File: config.mk
export PLATFORM = sky130hd
export DESIGN_NAME = mips_decode_top
export DESIGN_NICKNAME = d
export VERILOG_FILES = /design/src/mips_decode_pkg.sv /design/src/decode_result_reg.sv /design/src/main_decoder.sv /design/src/mips_decode_top.sv /design/src/special_decoder.sv /design/src/wb_instr_port.sv
export VERILOG_INCLUDE_DIRS = /design/src
export SDC_FILE = /design/constraint.sdc
export NUM_CORES = 1
export LEC_CHECK = 0
export BUFFER_PORTS_ARGS = -buffer_cell sky130_fd_sc_hd__clkbuf_2
export CAP_MARGIN = 20
export CORE_MARGIN = 2
export CORE_UTILIZATION = 50
export DETAILED_ROUTE_END_ITERATION = 12
export GPL_TIMING_DRIVEN = 0
export PLACE_DENSITY_LB_ADDON = 0.2
export SYNTH_ARGS = -nofsm -noshare
export SYNTH_HDL_FRONTEND = slang
export SYNTH_SLANG_ARGS = --single-unit
File: constraint.sdc
create_clock -name clk -period 3.11 [get_ports clk]
set_input_delay 0.311 -clock clk [delete_from_list [all_inputs] [get_ports clk]]
set_output_delay 0.311 -clock clk [all_outputs]
set_load 0.05 [all_outputs]
File: src/mips_decode_config.svh
`ifndef MIPS_DECODE_CONFIG_SVH
`define MIPS_DECODE_CONFIG_SVH

// primary opcode field, instr[31:26].
`define OP_SPECIAL 6'b000000
`define OP_REGIMM  6'b000001
`define OP_J       6'b000010
`define OP_JAL     6'b000011
`define OP_BEQ     6'b000100
`define OP_BNE     6'b000101
`define OP_BLEZ    6'b000110
`define OP_BGTZ    6'b000111
`define OP_ADDI    6'b001000
`define OP_ADDIU   6'b001001
`define OP_SLTI    6'b001010
`define OP_SLTIU   6'b001011
`define OP_ANDI    6'b001100
`define OP_ORI     6'b001101
`define OP_XORI    6'b001110
`define OP_LUI     6'b001111
`define OP_LB      6'b100000
`define OP_LH      6'b100001
`define OP_LW      6'b100011
`define OP_LBU     6'b100100
`define OP_LHU     6'b100101
`define OP_SB      6'b101000
`define OP_SH      6'b101001
`define OP_SW      6'b101011

// SPECIAL function field, instr[5:0].
`define F_SLL      6'b000000
`define F_SRL      6'b000010
`define F_SRA      6'b000011
`define F_SLLV     6'b000100
`define F_SRLV     6'b000110
`define F_SRAV     6'b000111
`define F_JR       6'b001000
`define F_JALR     6'b001001
`define F_MOVZ     6'b001010
`define F_MOVN     6'b001011
`define F_SYSCALL  6'b001100
`define F_BREAK    6'b001101
`define F_SYNC     6'b001111
`define F_MFHI     6'b010000
`define F_MTHI     6'b010001
`define F_MFLO     6'b010010
`define F_MTLO     6'b010011
`define F_MULT     6'b011000
`define F_MULTU    6'b011001
`define F_DIV      6'b011010
`define F_DIVU     6'b011011
`define F_ADD      6'b100000
`define F_ADDU     6'b100001
`define F_SUB      6'b100010
`define F_SUBU     6'b100011
`define F_AND      6'b100100
`define F_OR       6'b100101
`define F_XOR      6'b100110
`define F_NOR      6'b100111
`define F_SLT      6'b101010
`define F_SLTU     6'b101011

// REGIMM rt field, instr[20:16].
`define B_BLTZ     5'b00000
`define B_BGEZ     5'b00001
`define B_BLTZAL   5'b10000
`define B_BGEZAL   5'b10001

`define LINK_REG   5'd31

// word addresses of the host register map.
`define ADDR_INSTR    2'd0
`define ADDR_DECODE   2'd1
`define ADDR_CTRL     2'd2
`define ADDR_RI_COUNT 2'd3

`endif

File: src/mips_decode_pkg.sv
package mips_decode_pkg;

    typedef logic [31:0] word_t;
    typedef logic [4:0]  creg_addr_t;
    typedef logic [5:0]  op_t;
    typedef logic [5:0]  func_t;
    typedef logic [1:0]  wb_addr_t;
    typedef logic [15:0] ri_count_t;

    // SLL sits at zero so that an all-zero result reads back as a NOP.
    typedef enum logic [5:0] {
        SLL, SRL, SRA, SLLV, SRLV, SRAV,
        ADD, ADDU, SUB, SUBU, SLT, SLTU,
        AND, OR, XOR, NOR, LUI, MOVZ, MOVN,
        JR, JALR, MFHI, MFLO, MTHI, MTLO,
        MULT, MULTU, DIV, DIVU, BREAK, SYSCALL,
        BEQ, BNE, BGTZ, BLEZ, BGEZ, BLTZ, BGEZAL, BLTZAL,
        J, JAL,
        LB, LBU, LH, LHU, LW, SB, SH, SW,
        RESERVED = 6'd63
    } decoded_op_t;

    typedef enum logic [4:0] {
        ALU_ADD, ALU_ADDU, ALU_SUB, ALU_SUBU, ALU_SLT, ALU_SLTU,
        ALU_AND, ALU_OR, ALU_XOR, ALU_NOR, ALU_LUI,
        ALU_SLL, ALU_SRL, ALU_SRA,
        ALU_PASSA, ALU_PASSB, ALU_MOVZ, ALU_MOVN
    } alu_func_t;

    typedef enum logic {
        REGB,
        IMM
    } alu_src_t;

    typedef enum logic [2:0] {
        T_BEQ, T_BNE, T_BGEZ, T_BLTZ, T_BGTZ, T_BLEZ
    } branch_type_t;

    // bit 26 is spare and always reads as zero.
    typedef struct packed {
        logic         spare;
        alu_func_t    alufunc;
        alu_src_t     alusrc;
        branch_type_t branch_type;
        logic         regwrite;
        logic         memtoreg;
        logic         memwrite;
        logic         hiwrite;
        logic         lowrite;
        logic         hitoreg;
        logic         lotoreg;
        logic         branch;
        logic         branch1;
        logic         branch2;
        logic         jump;
        logic         jr;
        logic         is_link;
        logic         zeroext;
        logic         shamt_valid;
        logic         is_bp;
        logic         is_sys;
    } control_t;

    typedef struct packed {
        decoded_op_t op;
        logic        exception_ri;
        creg_addr_t  srcrega;
        creg_addr_t  srcregb;
        creg_addr_t  destreg;
        control_t    ctl;
    } decode_t;

    // result for any code outside the kept instruction set.
    function automatic decode_t reserved_decode();
        decode_t d;
        d = '0;
        d.op = RESERVED;
        d.exception_ri = 1'b1;
        d.ctl.alufunc = ALU_PASSA;
        return d;
    endfunction

endpackage

File: src/decode_result_reg.sv
`timescale 1ns/10ps

module decode_result_reg
    import mips_decode_pkg::*;
(
    input  logic      clk,
    input  logic      rst_n,
    input  logic      instr_loaded,
    input  logic      count_clear,
    input  decode_t   decode,
    output decode_t   result,
    output ri_count_t ri_count
);
    always_ff @(posedge clk or negedge rst_n) begin
        if (!rst_n) begin
            result   <= '0;
            ri_count <= '0;
        end else begin
            if (instr_loaded) begin
                result <= decode;
            end
            // a clear wins over an increment in the same cycle.
            if (count_clear) begin
                ri_count <= '0;
            end else if (instr_loaded && decode.exception_ri && ri_count != '1) begin
                ri_count <= ri_count + 16'd1;
            end
        end
    end

    a_count_no_drop: assert property (@(posedge clk) disable iff (!rst_n)
        !count_clear |=> ri_count >= $past(ri_count))
        else $error("reserved instruction count fell without a clear");

endmodule

File: src/main_decoder.sv
`timescale 1ns/10ps
`include "mips_decode_config.svh"

module main_decoder
    import mips_decode_pkg::*;
(
    input  word_t   instr,
    output decode_t decode
);
    op_t        opcode;
    func_t      func;
    creg_addr_t rs;
    creg_addr_t rt;
    creg_addr_t rd;
    decode_t    special;

    assign opcode = instr[31:26];
    assign rs     = instr[25:21];
    assign rt     = instr[20:16];
    assign rd     = instr[15:11];
    assign func   = instr[5:0];

    special_decoder u_special (
        .func    (func),
        .rs      (rs),
        .rt      (rt),
        .rd      (rd),
        .special (special)
    );

    function automatic decode_t imm_op(decoded_op_t dop, alu_func_t alufunc, logic zeroext);
        decode_t d;
        d = '0;
        d.op = dop;
        d.srcrega = rs;
        d.destreg = rt;
        d.ctl.alufunc = alufunc;
        d.ctl.alusrc = IMM;
        d.ctl.regwrite = 1'b1;
        d.ctl.zeroext = zeroext;
        return d;
    endfunction

    // two-register branches compare rs with rt, the rest test rs alone.
    function automatic decode_t branch_op(decoded_op_t dop, branch_type_t btype,
                                          logic two_reg, logic link);
        decode_t d;
        d = '0;
        d.op = dop;
        d.srcrega = rs;
        d.ctl.branch = 1'b1;
        d.ctl.branch_type = btype;
        d.ctl.branch1 = !two_reg;
        d.ctl.branch2 = two_reg;
        if (two_reg) begin
            d.srcregb = rt;
        end
        if (link) begin
            d.destreg = `LINK_REG;
            d.ctl.regwrite = 1'b1;
            d.ctl.is_link = 1'b1;
        end
        return d;
    endfunction

    function automatic decode_t mem_op(decoded_op_t dop, logic store);
        decode_t d;
        d = '0;
        d.op = dop;
        d.srcrega = rs;
        d.ctl.alusrc = IMM;
        if (store) begin
            d.srcregb = rt;
            d.ctl.memwrite = 1'b1;
        end else begin
            d.destreg = rt;
            d.ctl.regwrite = 1'b1;
            d.ctl.memtoreg = 1'b1;
        end
        return d;
    endfunction

    always_comb begin
        decode = '0;
        case (opcode)
            `OP_SPECIAL: decode = special;
            `OP_ADDI:    decode = imm_op(ADD, ALU_ADD, 1'b0);
            `OP_ADDIU:   decode = imm_op(ADDU, ALU_ADDU, 1'b0);
            `OP_SLTI:    decode = imm_op(SLT, ALU_SLT, 1'b0);
            `OP_SLTIU:   decode = imm_op(SLTU, ALU_SLTU, 1'b0);
            `OP_ANDI:    decode = imm_op(AND, ALU_AND, 1'b1);
            `OP_ORI:     decode = imm_op(OR, ALU_OR, 1'b1);
            `OP_XORI:    decode = imm_op(XOR, ALU_XOR, 1'b1);
            `OP_LUI: begin
                decode = imm_op(LUI, ALU_LUI, 1'b0);
                decode.srcrega = '0;
            end
            `OP_BEQ:     decode = branch_op(BEQ, T_BEQ, 1'b1, 1'b0);
            `OP_BNE:     decode = branch_op(BNE, T_BNE, 1'b1, 1'b0);
            `OP_BGTZ:    decode = branch_op(BGTZ, T_BGTZ, 1'b0, 1'b0);
            `OP_BLEZ:    decode = branch_op(BLEZ, T_BLEZ, 1'b0, 1'b0);
            `OP_REGIMM: begin
                case (rt)
                    `B_BGEZ:   decode = branch_op(BGEZ, T_BGEZ, 1'b0, 1'b0);
                    `B_BLTZ:   decode = branch_op(BLTZ, T_BLTZ, 1'b0, 1'b0);
                    `B_BGEZAL: decode = branch_op(BGEZAL, T_BGEZ, 1'b0, 1'b1);
                    `B_BLTZAL: decode = branch_op(BLTZAL, T_BLTZ, 1'b0, 1'b1);
                    default:   decode = reserved_decode();
                endcase
            end
            `OP_J: begin
                decode.op = J;
                decode.ctl.jump = 1'b1;
            end
            `OP_JAL: begin
                decode.op = JAL;
                decode.destreg = `LINK_REG;
                decode.ctl.jump = 1'b1;
                decode.ctl.regwrite = 1'b1;
                decode.ctl.is_link = 1'b1;
            end
            `OP_LB:      decode = mem_op(LB, 1'b0);
            `OP_LBU:     decode = mem_op(LBU, 1'b0);
            `OP_LH:      decode = mem_op(LH, 1'b0);
            `OP_LHU:     decode = mem_op(LHU, 1'b0);
            `OP_LW:      decode = mem_op(LW, 1'b0);
            `OP_SB:      decode = mem_op(SB, 1'b1);
            `OP_SH:      decode = mem_op(SH, 1'b1);
            `OP_SW:      decode = mem_op(SW, 1'b1);
            default:     decode = reserved_decode();
        endcase
    end

    // covers the SPECIAL rows as well, which come from the special decoder.
    a_dest_needs_write: assert final (decode.ctl.regwrite || decode.destreg == '0)
        else $error("destination register named without a register write");
    a_ri_matches_op: assert final (decode.exception_ri == (decode.op == RESERVED))
        else $error("reserved flag disagrees with the decoded op");

endmodule

File: src/mips_decode_top.sv
`timescale 1ns/10ps

module mips_decode_top
    import mips_decode_pkg::*;
(
    input  logic     clk,
    input  logic     rst_n,
    input  logic     wb_cyc,
    input  logic     wb_stb,
    input  logic     wb_we,
    input  wb_addr_t wb_adr,
    input  word_t    wb_dat_w,
    output word_t    wb_dat_r,
    output logic     wb_ack
);
    word_t     instr;
    logic      instr_loaded;
    logic      count_clear;
    decode_t   decode;
    decode_t   result;
    ri_count_t ri_count;

    wb_instr_port u_port (
        .clk          (clk),
        .rst_n        (rst_n),
        .wb_cyc       (wb_cyc),
        .wb_stb       (wb_stb),
        .wb_we        (wb_we),
        .wb_adr       (wb_adr),
        .wb_dat_w     (wb_dat_w),
        .result       (result),
        .ri_count     (ri_count),
        .wb_ack       (wb_ack),
        .wb_dat_r     (wb_dat_r),
        .instr        (instr),
        .instr_loaded (instr_loaded),
        .count_clear  (count_clear)
    );

    main_decoder u_decoder (
        .instr  (instr),
        .decode (decode)
    );

    decode_result_reg u_result (
        .clk          (clk),
        .rst_n        (rst_n),
        .instr_loaded (instr_loaded),
        .count_clear  (count_clear),
        .decode       (decode),
        .result       (result),
        .ri_count     (ri_count)
    );

endmodule

File: src/special_decoder.sv
`timescale 1ns/10ps
`include "mips_decode_config.svh"

module special_decoder
    import mips_decode_pkg::*;
(
    input  func_t      func,
    input  creg_addr_t rs,
    input  creg_addr_t rt,
    input  creg_addr_t rd,
    output decode_t    special
);
    // register to register ALU op; shifts by shamt leave source A at zero.
    function automatic decode_t alu_rr(decoded_op_t dop, alu_func_t alufunc,
                                       logic shift_imm);
        decode_t d;
        d = '0;
        d.op = dop;
        d.srcrega = shift_imm ? 5'd0 : rs;
        d.srcregb = rt;
        d.destreg = rd;
        d.ctl.alufunc = alufunc;
        d.ctl.regwrite = 1'b1;
        d.ctl.shamt_valid = shift_imm;
        return d;
    endfunction

    always_comb begin
        special = '0;
        case (func)
            `F_ADD:  special = alu_rr(ADD, ALU_ADD, 1'b0);
            `F_ADDU: special = alu_rr(ADDU, ALU_ADDU, 1'b0);
            `F_SUB:  special = alu_rr(SUB, ALU_SUB, 1'b0);
            `F_SUBU: special = alu_rr(SUBU, ALU_SUBU, 1'b0);
            `F_SLT:  special = alu_rr(SLT, ALU_SLT, 1'b0);
            `F_SLTU: special = alu_rr(SLTU, ALU_SLTU, 1'b0);
            `F_AND:  special = alu_rr(AND, ALU_AND, 1'b0);
            `F_OR:   special = alu_rr(OR, ALU_OR, 1'b0);
            `F_XOR:  special = alu_rr(XOR, ALU_XOR, 1'b0);
            `F_NOR:  special = alu_rr(NOR, ALU_NOR, 1'b0);
            `F_SLLV: special = alu_rr(SLLV, ALU_SLL, 1'b0);
            `F_SRLV: special = alu_rr(SRLV, ALU_SRL, 1'b0);
            `F_SRAV: special = alu_rr(SRAV, ALU_SRA, 1'b0);
            `F_SLL:  special = alu_rr(SLL, ALU_SLL, 1'b1);
            `F_SRL:  special = alu_rr(SRL, ALU_SRL, 1'b1);
            `F_SRA:  special = alu_rr(SRA, ALU_SRA, 1'b1);
            `F_MOVZ: special = alu_rr(MOVZ, ALU_MOVZ, 1'b0);
            `F_MOVN: special = alu_rr(MOVN, ALU_MOVN, 1'b0);
            `F_JR, `F_JALR: begin
                special.op = JR;
                special.srcrega = rs;
                special.ctl.alufunc = ALU_PASSA;
                special.ctl.jump = 1'b1;
                special.ctl.jr = 1'b1;
                if (func == `F_JALR) begin
                    special.op = JALR;
                    special.destreg = `LINK_REG;
                    special.ctl.regwrite = 1'b1;
                    special.ctl.is_link = 1'b1;
                end
            end
            `F_MFHI: begin
                special.op = MFHI;
                special.destreg = rd;
                special.ctl.regwrite = 1'b1;
                special.ctl.alufunc = ALU_PASSA;
                special.ctl.hitoreg = 1'b1;
            end
            `F_MFLO: begin
                special.op = MFLO;
                special.destreg = rd;
                special.ctl.regwrite = 1'b1;
                special.ctl.alufunc = ALU_PASSB;
                special.ctl.lotoreg = 1'b1;
            end
            `F_MTHI, `F_MTLO: begin
                special.op = (func == `F_MTHI) ? MTHI : MTLO;
                special.srcrega = rs;
                special.ctl.alufunc = ALU_PASSA;
                special.ctl.hiwrite = (func == `F_MTHI);
                special.ctl.lowrite = (func == `F_MTLO);
            end
            `F_MULT, `F_MULTU, `F_DIV, `F_DIVU: begin
                special.srcrega = rs;
                special.srcregb = rt;
                special.ctl.hiwrite = 1'b1;
                special.ctl.lowrite = 1'b1;
                case (func)
                    `F_MULT:  special.op = MULT;
                    `F_MULTU: special.op = MULTU;
                    `F_DIV:   special.op = DIV;
                    default:  special.op = DIVU;
                endcase
            end
            `F_BREAK: begin
                special.op = BREAK;
                special.ctl.alufunc = ALU_PASSA;
                special.ctl.is_bp = 1'b1;
            end
            `F_SYSCALL: begin
                special.op = SYSCALL;
                special.ctl.alufunc = ALU_PASSA;
                special.ctl.is_sys = 1'b1;
            end
            // SYNC has no effect here, so it decodes as a NOP.
            `F_SYNC: special = '0;
            default: special = reserved_decode();
        endcase
    end

endmodule

File: src/wb_instr_port.sv
`timescale 1ns/10ps
`include "mips_decode_config.svh"

module wb_instr_port
    import mips_decode_pkg::*;
(
    input  logic      clk,
    input  logic      rst_n,
    input  logic      wb_cyc,
    input  logic      wb_stb,
    input  logic      wb_we,
    input  wb_addr_t  wb_adr,
    input  word_t     wb_dat_w,
    input  decode_t   result,
    input  ri_count_t ri_count,
    output logic      wb_ack,
    output word_t     wb_dat_r,
    output word_t     instr,
    output logic      instr_loaded,
    output logic      count_clear
);
    logic  req;
    logic  wr_instr;
    logic  wr_count;
    word_t rd_data;

    // a cycle already being acknowledged does not count as a new request.
    assign req      = wb_cyc && wb_stb && !wb_ack;
    assign wr_instr = req && wb_we && (wb_adr == `ADDR_INSTR);
    assign wr_count = req && wb_we && (wb_adr == `ADDR_RI_COUNT);

    always_comb begin
        case (wb_adr)
            `ADDR_INSTR:  rd_data = instr;
            `ADDR_DECODE: rd_data = {10'd0, result.op, result.exception_ri,
                                     result.srcrega, result.srcregb, result.destreg};
            `ADDR_CTRL:   rd_data = {5'd0, result.ctl};
            default:      rd_data = {16'd0, ri_count};
        endcase
    end

    always_ff @(posedge clk or negedge rst_n) begin
        if (!rst_n) begin
            wb_ack       <= 1'b0;
            instr_loaded <= 1'b0;
            count_clear  <= 1'b0;
            instr        <= '0;
        end else begin
            wb_ack       <= req;
            instr_loaded <= wr_instr;
            count_clear  <= wr_count;
            if (wr_instr) begin
                instr <= wb_dat_w;
            end
        end
    end

    always_ff @(posedge clk) begin
        if (req && !wb_we) begin
            wb_dat_r <= rd_data;
        end
    end

endmodule
### Word-level counts from Yosys, hierarchy flattened

Cells that the tools add are included.

| storage, ports and cells | value |
|---|---|
| word-level logic and storage cells | 167 |
| output and inout bits | 33 |
| register bits after elaboration | 132 |

| operators by class | value |
|---|---|
| add/subtract/negate cells | 1 |
| reduce and logical (&&, ||, !) cells | 41 |
| equal/unequal tests | 60 |
| multiplexer cells | 33 |

Operators with widths:

| kind | count |
|---|---|
| 48-bit case mux with 4 select lines | 1 |
| 6-bit case mux with 25 select lines | 1 |
| 6-bit case mux with 24 select lines | 1 |
| 10-bit case mux with 14 select lines | 1 |
| 6-bit == test (second input constant) | 18 |
| 32-bit case mux with 3 select lines | 1 |
| 6-bit by 4-bit == test with 1-bit output (second input constant) | 15 |
| 5-bit case mux with 16 select lines | 1 |
| 11-bit case mux with 5 select lines | 1 |
| 9-bit case mux with 6 select lines | 1 |
| 6-bit by 5-bit == test with 1-bit output (second input constant) | 8 |
| 6-bit by 3-bit == test with 1-bit output (second input constant) | 7 |
| 16-bit two-way mux | 2 |
| 31-bit OR reduction | 1 |
| 14-bit OR reduction | 2 |
| 6-bit by 2-bit == test with 1-bit output (second input constant) | 4 |
| 23-bit OR reduction | 1 |
| 22-bit OR reduction | 1 |
| 5-bit case mux with 4 select lines | 1 |
| 20-bit OR reduction | 1 |
| 2-bit OR reduction | 9 |
| 16-bit by 1-bit adder with 16-bit output (second input constant) | 1 |
| 16-bit inequality test (second input constant) | 1 |
| 5-bit two-way mux | 3 |
| 26 further kinds | 52 |

### Longest topological paths before layout

| depth | value |
|---|---|
| depth in word-level cells | 8 |
| gate-level depth with buffers | 9 |

### Hierarchy

From an unflattened synthesis, not the netlist that was laid out.

| second synthesis, totals | value |
|---|---|
| cell total of the unflattened synthesis | 664 |
| area total of the unflattened synthesis | 7597.3 um^2 |

Modules (own cells, without submodules):

| module | instances | cells each | area each (um^2) |
|---|---|---|---|
| wb_instr_port | 1 | 164 | 3019.1 |
| decode_result_reg | 1 | 194 | 2662.6 |
| main_decoder | 1 | 162 | 1034.7 |
| special_decoder | 1 | 144 | 880.8 |

### Worst setup path before layout

Ideal clock, no wire load.

| timing path | value |
|---|---|
| path kind | flip-flop to flip-flop |
| start | register u_port.wb_ack |
| end | register u_port.wb_dat_r[0] (enable) |
| buffers on the path | 0 |
| library setup time | 0.461 ns |
| stages on the path, launching flop included | 2 |
| arrival time | 2.885 ns |
| slack | -0.236 ns |
| required time | 2.649 ns |
| clock period less this slack | 3.346 ns |
| path through | dfrtp_1 > nor3_1 |

| on the way | value |
|---|---|
| cells in the longest elaborated chain, start to end | 3 |

Ends and longest elaborated chain:

| what | RTL line | RTL |
|---|---|---|
| start, declared | wb_instr_port.sv:16 | `output logic wb_ack,` |
| start signal, assigned | wb_instr_port.sv:49 | `wb_ack <= req;` |
| 1-bit logical NOT | wb_instr_port.sv:28 | `assign req = wb_cyc && wb_stb && !wb_ack;` |
| 1-bit logical AND | wb_instr_port.sv:28 |  |
| 1-bit logical AND | wb_instr_port.sv:59 | `if (req && !wb_we) begin` |
| end signal, assigned | wb_instr_port.sv:60 | `wb_dat_r <= rd_data;` |
| end, declared | wb_instr_port.sv:17 | `output word_t wb_dat_r,` |

Every way passes these cells.
A chain may end at the register's enable or synchronous reset.

### Worst setup path after layout

| timing path | value |
|---|---|
| start | register u_port.instr[26] |
| end | register u_result.ri_count[1] |

| on the way | value |
|---|---|
| cells in the longest elaborated chain, start to end | 6 |

Ends and longest elaborated chain:

| what | RTL line | RTL |
|---|---|---|
| start, declared | wb_instr_port.sv:18 | `output word_t instr,` |
| start signal, assigned | wb_instr_port.sv:53 | `instr <= wb_dat_w;` |
| 6-bit by 4-bit == test with 1-bit output (tied with other cells) | main_decoder.sv:85 | `case (opcode)` |
| 14-bit OR reduction (no line) (tied with other cells) | - |  |
| 11-bit case mux with 5 select lines (*) | main_decoder.sv:85 |  |
| 1-bit logical AND (*) (2 in series) | decode_result_reg.sv:25 | `end else if (instr_loaded && decode.exception_ri && ri_count != '1) begin` |
| 2-bit nonzero test (no line) (*) | - |  |
| end signal, assigned | decode_result_reg.sv:26 | `ri_count <= ri_count + 16'd1;` |
| end, declared | decode_result_reg.sv:12 | `output ri_count_t ri_count` |

Mark *: on every way between the ends. The rest lies on a longest branch, timed or not.

==> metrics <==
startpoint types=flop; Setup TNS=0 ps; Worst Path Class, Setup=flop to flop; FF/Latch Area=3440 sq um; period utilisation layout=0.936; failing checks=hold timing; warnings from Yosys=0; Crit. Startpoint=u_port.instr[26]; clock period minus worst slack=2910 ps; first-pass GRT wire length=about 33 mm; port buffer count=69; syn avg cell area=10.5 sq um; Worst-path clk slew=60 ps; crit-path max FO=10; DP Wirelength=15.2 mm; CTS root buf=clkbuf_16; most numerous cell in the Yosys netlist=dfrtp_1; critical path arrival=3260 ps; slowest stage delay, CP=roughly 600 ps; Die Y=122 um; clock skew=about 10 ps; Slew Viols, Final=0; VDD IR max=412 uV; Post-synth top cells=dfrtp_1 (99), nor2_1 (56), nand2_1 (47); clk sinks=131; num ports=approximately 70; CTS Buf Count=17; total leakage power=3.26 nW; area leader, netlist=dfrtp_1; ant diodes=0; CP required=between 3000 and 4000 ps; full die area=14900 sq um; Mapped Cells=around 660; CP endpoint kind=flop; commonest register cell after synthesis=dfrtp_1; post-route ant nets=0; Max Freq=~340 MHz; Via density=6.29; FILL cells=1202; clock buffer depth=2; core area=between 10000 and 15000 sq um; outcome=complete, but fails checks; H-tree depth=4; wire length per cell=22.1 um; Net count, final=794; Synth-to-Final Area Change=17.9%; slowest CP cell=a221oi_2; RSZ-0062 raised after global routing=no; final wirelength=about 21 mm; Core Rows=43; Reg-to-Reg Start=u_port.instr[26]; Hold Buf Count CTS=0; Hold Path Class=primary input to asynchronous set/reset pin; Final Util=0.598; Yosys reg bits=131; worst-skew pair later-pin latency=430 ps; overall routing resource usage=0.299; layout cells sized above 1=0.214; initial antenna violation count=0; hold slack=-18.3 ps; multi-input logic area=3250 sq um; via count=5952; crit-path most repeated cell=buf_2; worst-margin pin slew=957 ps; CP Cell Sequence=buf_2, nand2b_1, a22o_1, a221oi_2, o31a_1, buf_6, buf_2, o21ai_1, a21oi_1; post-CTS setup buffer count=0; Post-Syn Area=6960 sq um; Final Setup Violations=0; First-pass DRT Iterations=5; Fin. Hold Viols=7; DRC=0; GPL Wtd Cong=~0.94; total gr overflow=0; pwr dens=726 nW/um^2; post-synthesis sequential area ratio=0.494; Post-synth EDFFs=32; CTS tree=done; # resized after CTS=0; FFs w/ async S/R, synth=0.756; CP bufs+invs=3; delay-heaviest family, CP=compound AO/OA/AOI/OAI gates; Syn Nets=704; Initial Utilization=0.508; Netlist cell types=69; post-synth top area share=0.356; Die X=122 um; ranking of synthesized cells by area=dfrtp_1 (36%), edfxtp_1 (14%), mux4_2 (5.2%); number of global-route vias before repair=5683; Worst slew margin=0.345; MaxCap Viol Count=0; 1st-iter DRT viols=561; largest net degree at the start of global routing=55
==> metrics by stage <==
step	cell area, sq um	cells	setup WS (ps)	hold WS, ps	total power, mW
finish	8210	947	198	-18.3	5.96
global route	8210	947	34.3	49.0	6.23
CTS	8210	947	232	19.0	5.94
detailed placement	7600	915	137	468	3.87
global placement	7540	913	194	462	3.85
floorplan	6970	664	651	15.4	3.35
==> final cells by class <==
| class | instances | share of cell area |
|---|---|---|
| well taps | 180 | 0.0274 |
| multi-input cells | 462 | 0.396 |
| plain buffers | 57 | 0.0285 |
| clock inverters | 7 | 0.0148 |
| flip-flops and latches | 131 | 0.419 |
| inverters | 14 | 0.00640 |
| clock buffers | 25 | 0.0591 |
| repair buffers | 71 | 0.0491 |
==> cells in the final DEF (no fill, tap or decap), types with 4 or more instances in the layout <==
cell / instances
inv_1: 13
buf_1: 11
or4_1: 8
clkbuf_16: 17
nor2b_1: 19
nor3b_1: 4
mux2_2: 29
nor3_1: 17
buf_2: 4
edfxtp_1: 32
o21a_1: 4
mux4_2: 16
nor2_1: 56
nand3_1: 10
mux2_1: 6
nand2_1: 47
a221oi_1: 6
clkbuf_1: 45
a21oi_1: 45
nand2b_1: 12
nor4_2: 5
o2bb2ai_1: 8
a22o_1: 13
and2_1: 5
clkbuf_2: 68
xnor2_1: 4
a31oi_1: 11
o31ai_1: 11
o21ai_0: 39
dfrtp_1: 99
or3_1: 4
o22ai_1: 6
nor4_1: 5
mux2i_1: 10
nand4_1: 7
==> registers in the layout, indices dropped and copies added, names as in the netlist <==
register,count
u_result.result,48
u_port.instr,32
u_port.wb_dat_r,32
u_result.ri_count,16
u_port.count_clear,1
u_port.instr_loaded,1
u_port.wb_ack,1
==> power by group <==
part / switching [mW] / internal (mW) / total, mW
Combinational: 1.06 / 0.616 / 1.67
Sequential: 0.208 / 2.01 / 2.22
Clock: 0.740 / 1.33 / 2.07
==> kinds of logic (layout without fill, tap and decap cells) <==
kind of cell               count (synthesis)  count (layout)  share of synthesized area
muxes                                     61              61                      0.123
and+or+nand+nor                          217             217                      0.165
DFF                                      131             131                      0.494
AOI/OAI and AO/OA                        178             178                      0.169
buffers and inverters                     71             174                     0.0411
adders and majority gates                  2               2                    0.00323
xor gates and xnor gates                   4               4                    0.00503
==> worst paths after layout <==
kind	to	slack, ps	depth (start not counted)
min	u_result.ri_count[9]	-20	1
max	u_result.ri_count[1]	200	9
min reg2reg	u_result.result[17]	480	1
min in group clk	u_port.instr[31]	90	3
max in group asynchronous	u_result.result[24]	2420	2
max reg2reg	u_result.ri_count[1]	200	9
==> metal layers <==
layer	global-route usage	part of all wire	wire length [um]	up-vias
li1	-	-	-	2664
met1	0.422	0.43	9050	2930
met2	0.454	0.46	9590	319
met3	0.0735	0.083	1740	39
met4	0.101	0.028	597	0
met5	0	0	0	-
Power figures use the tool's default switching activity.
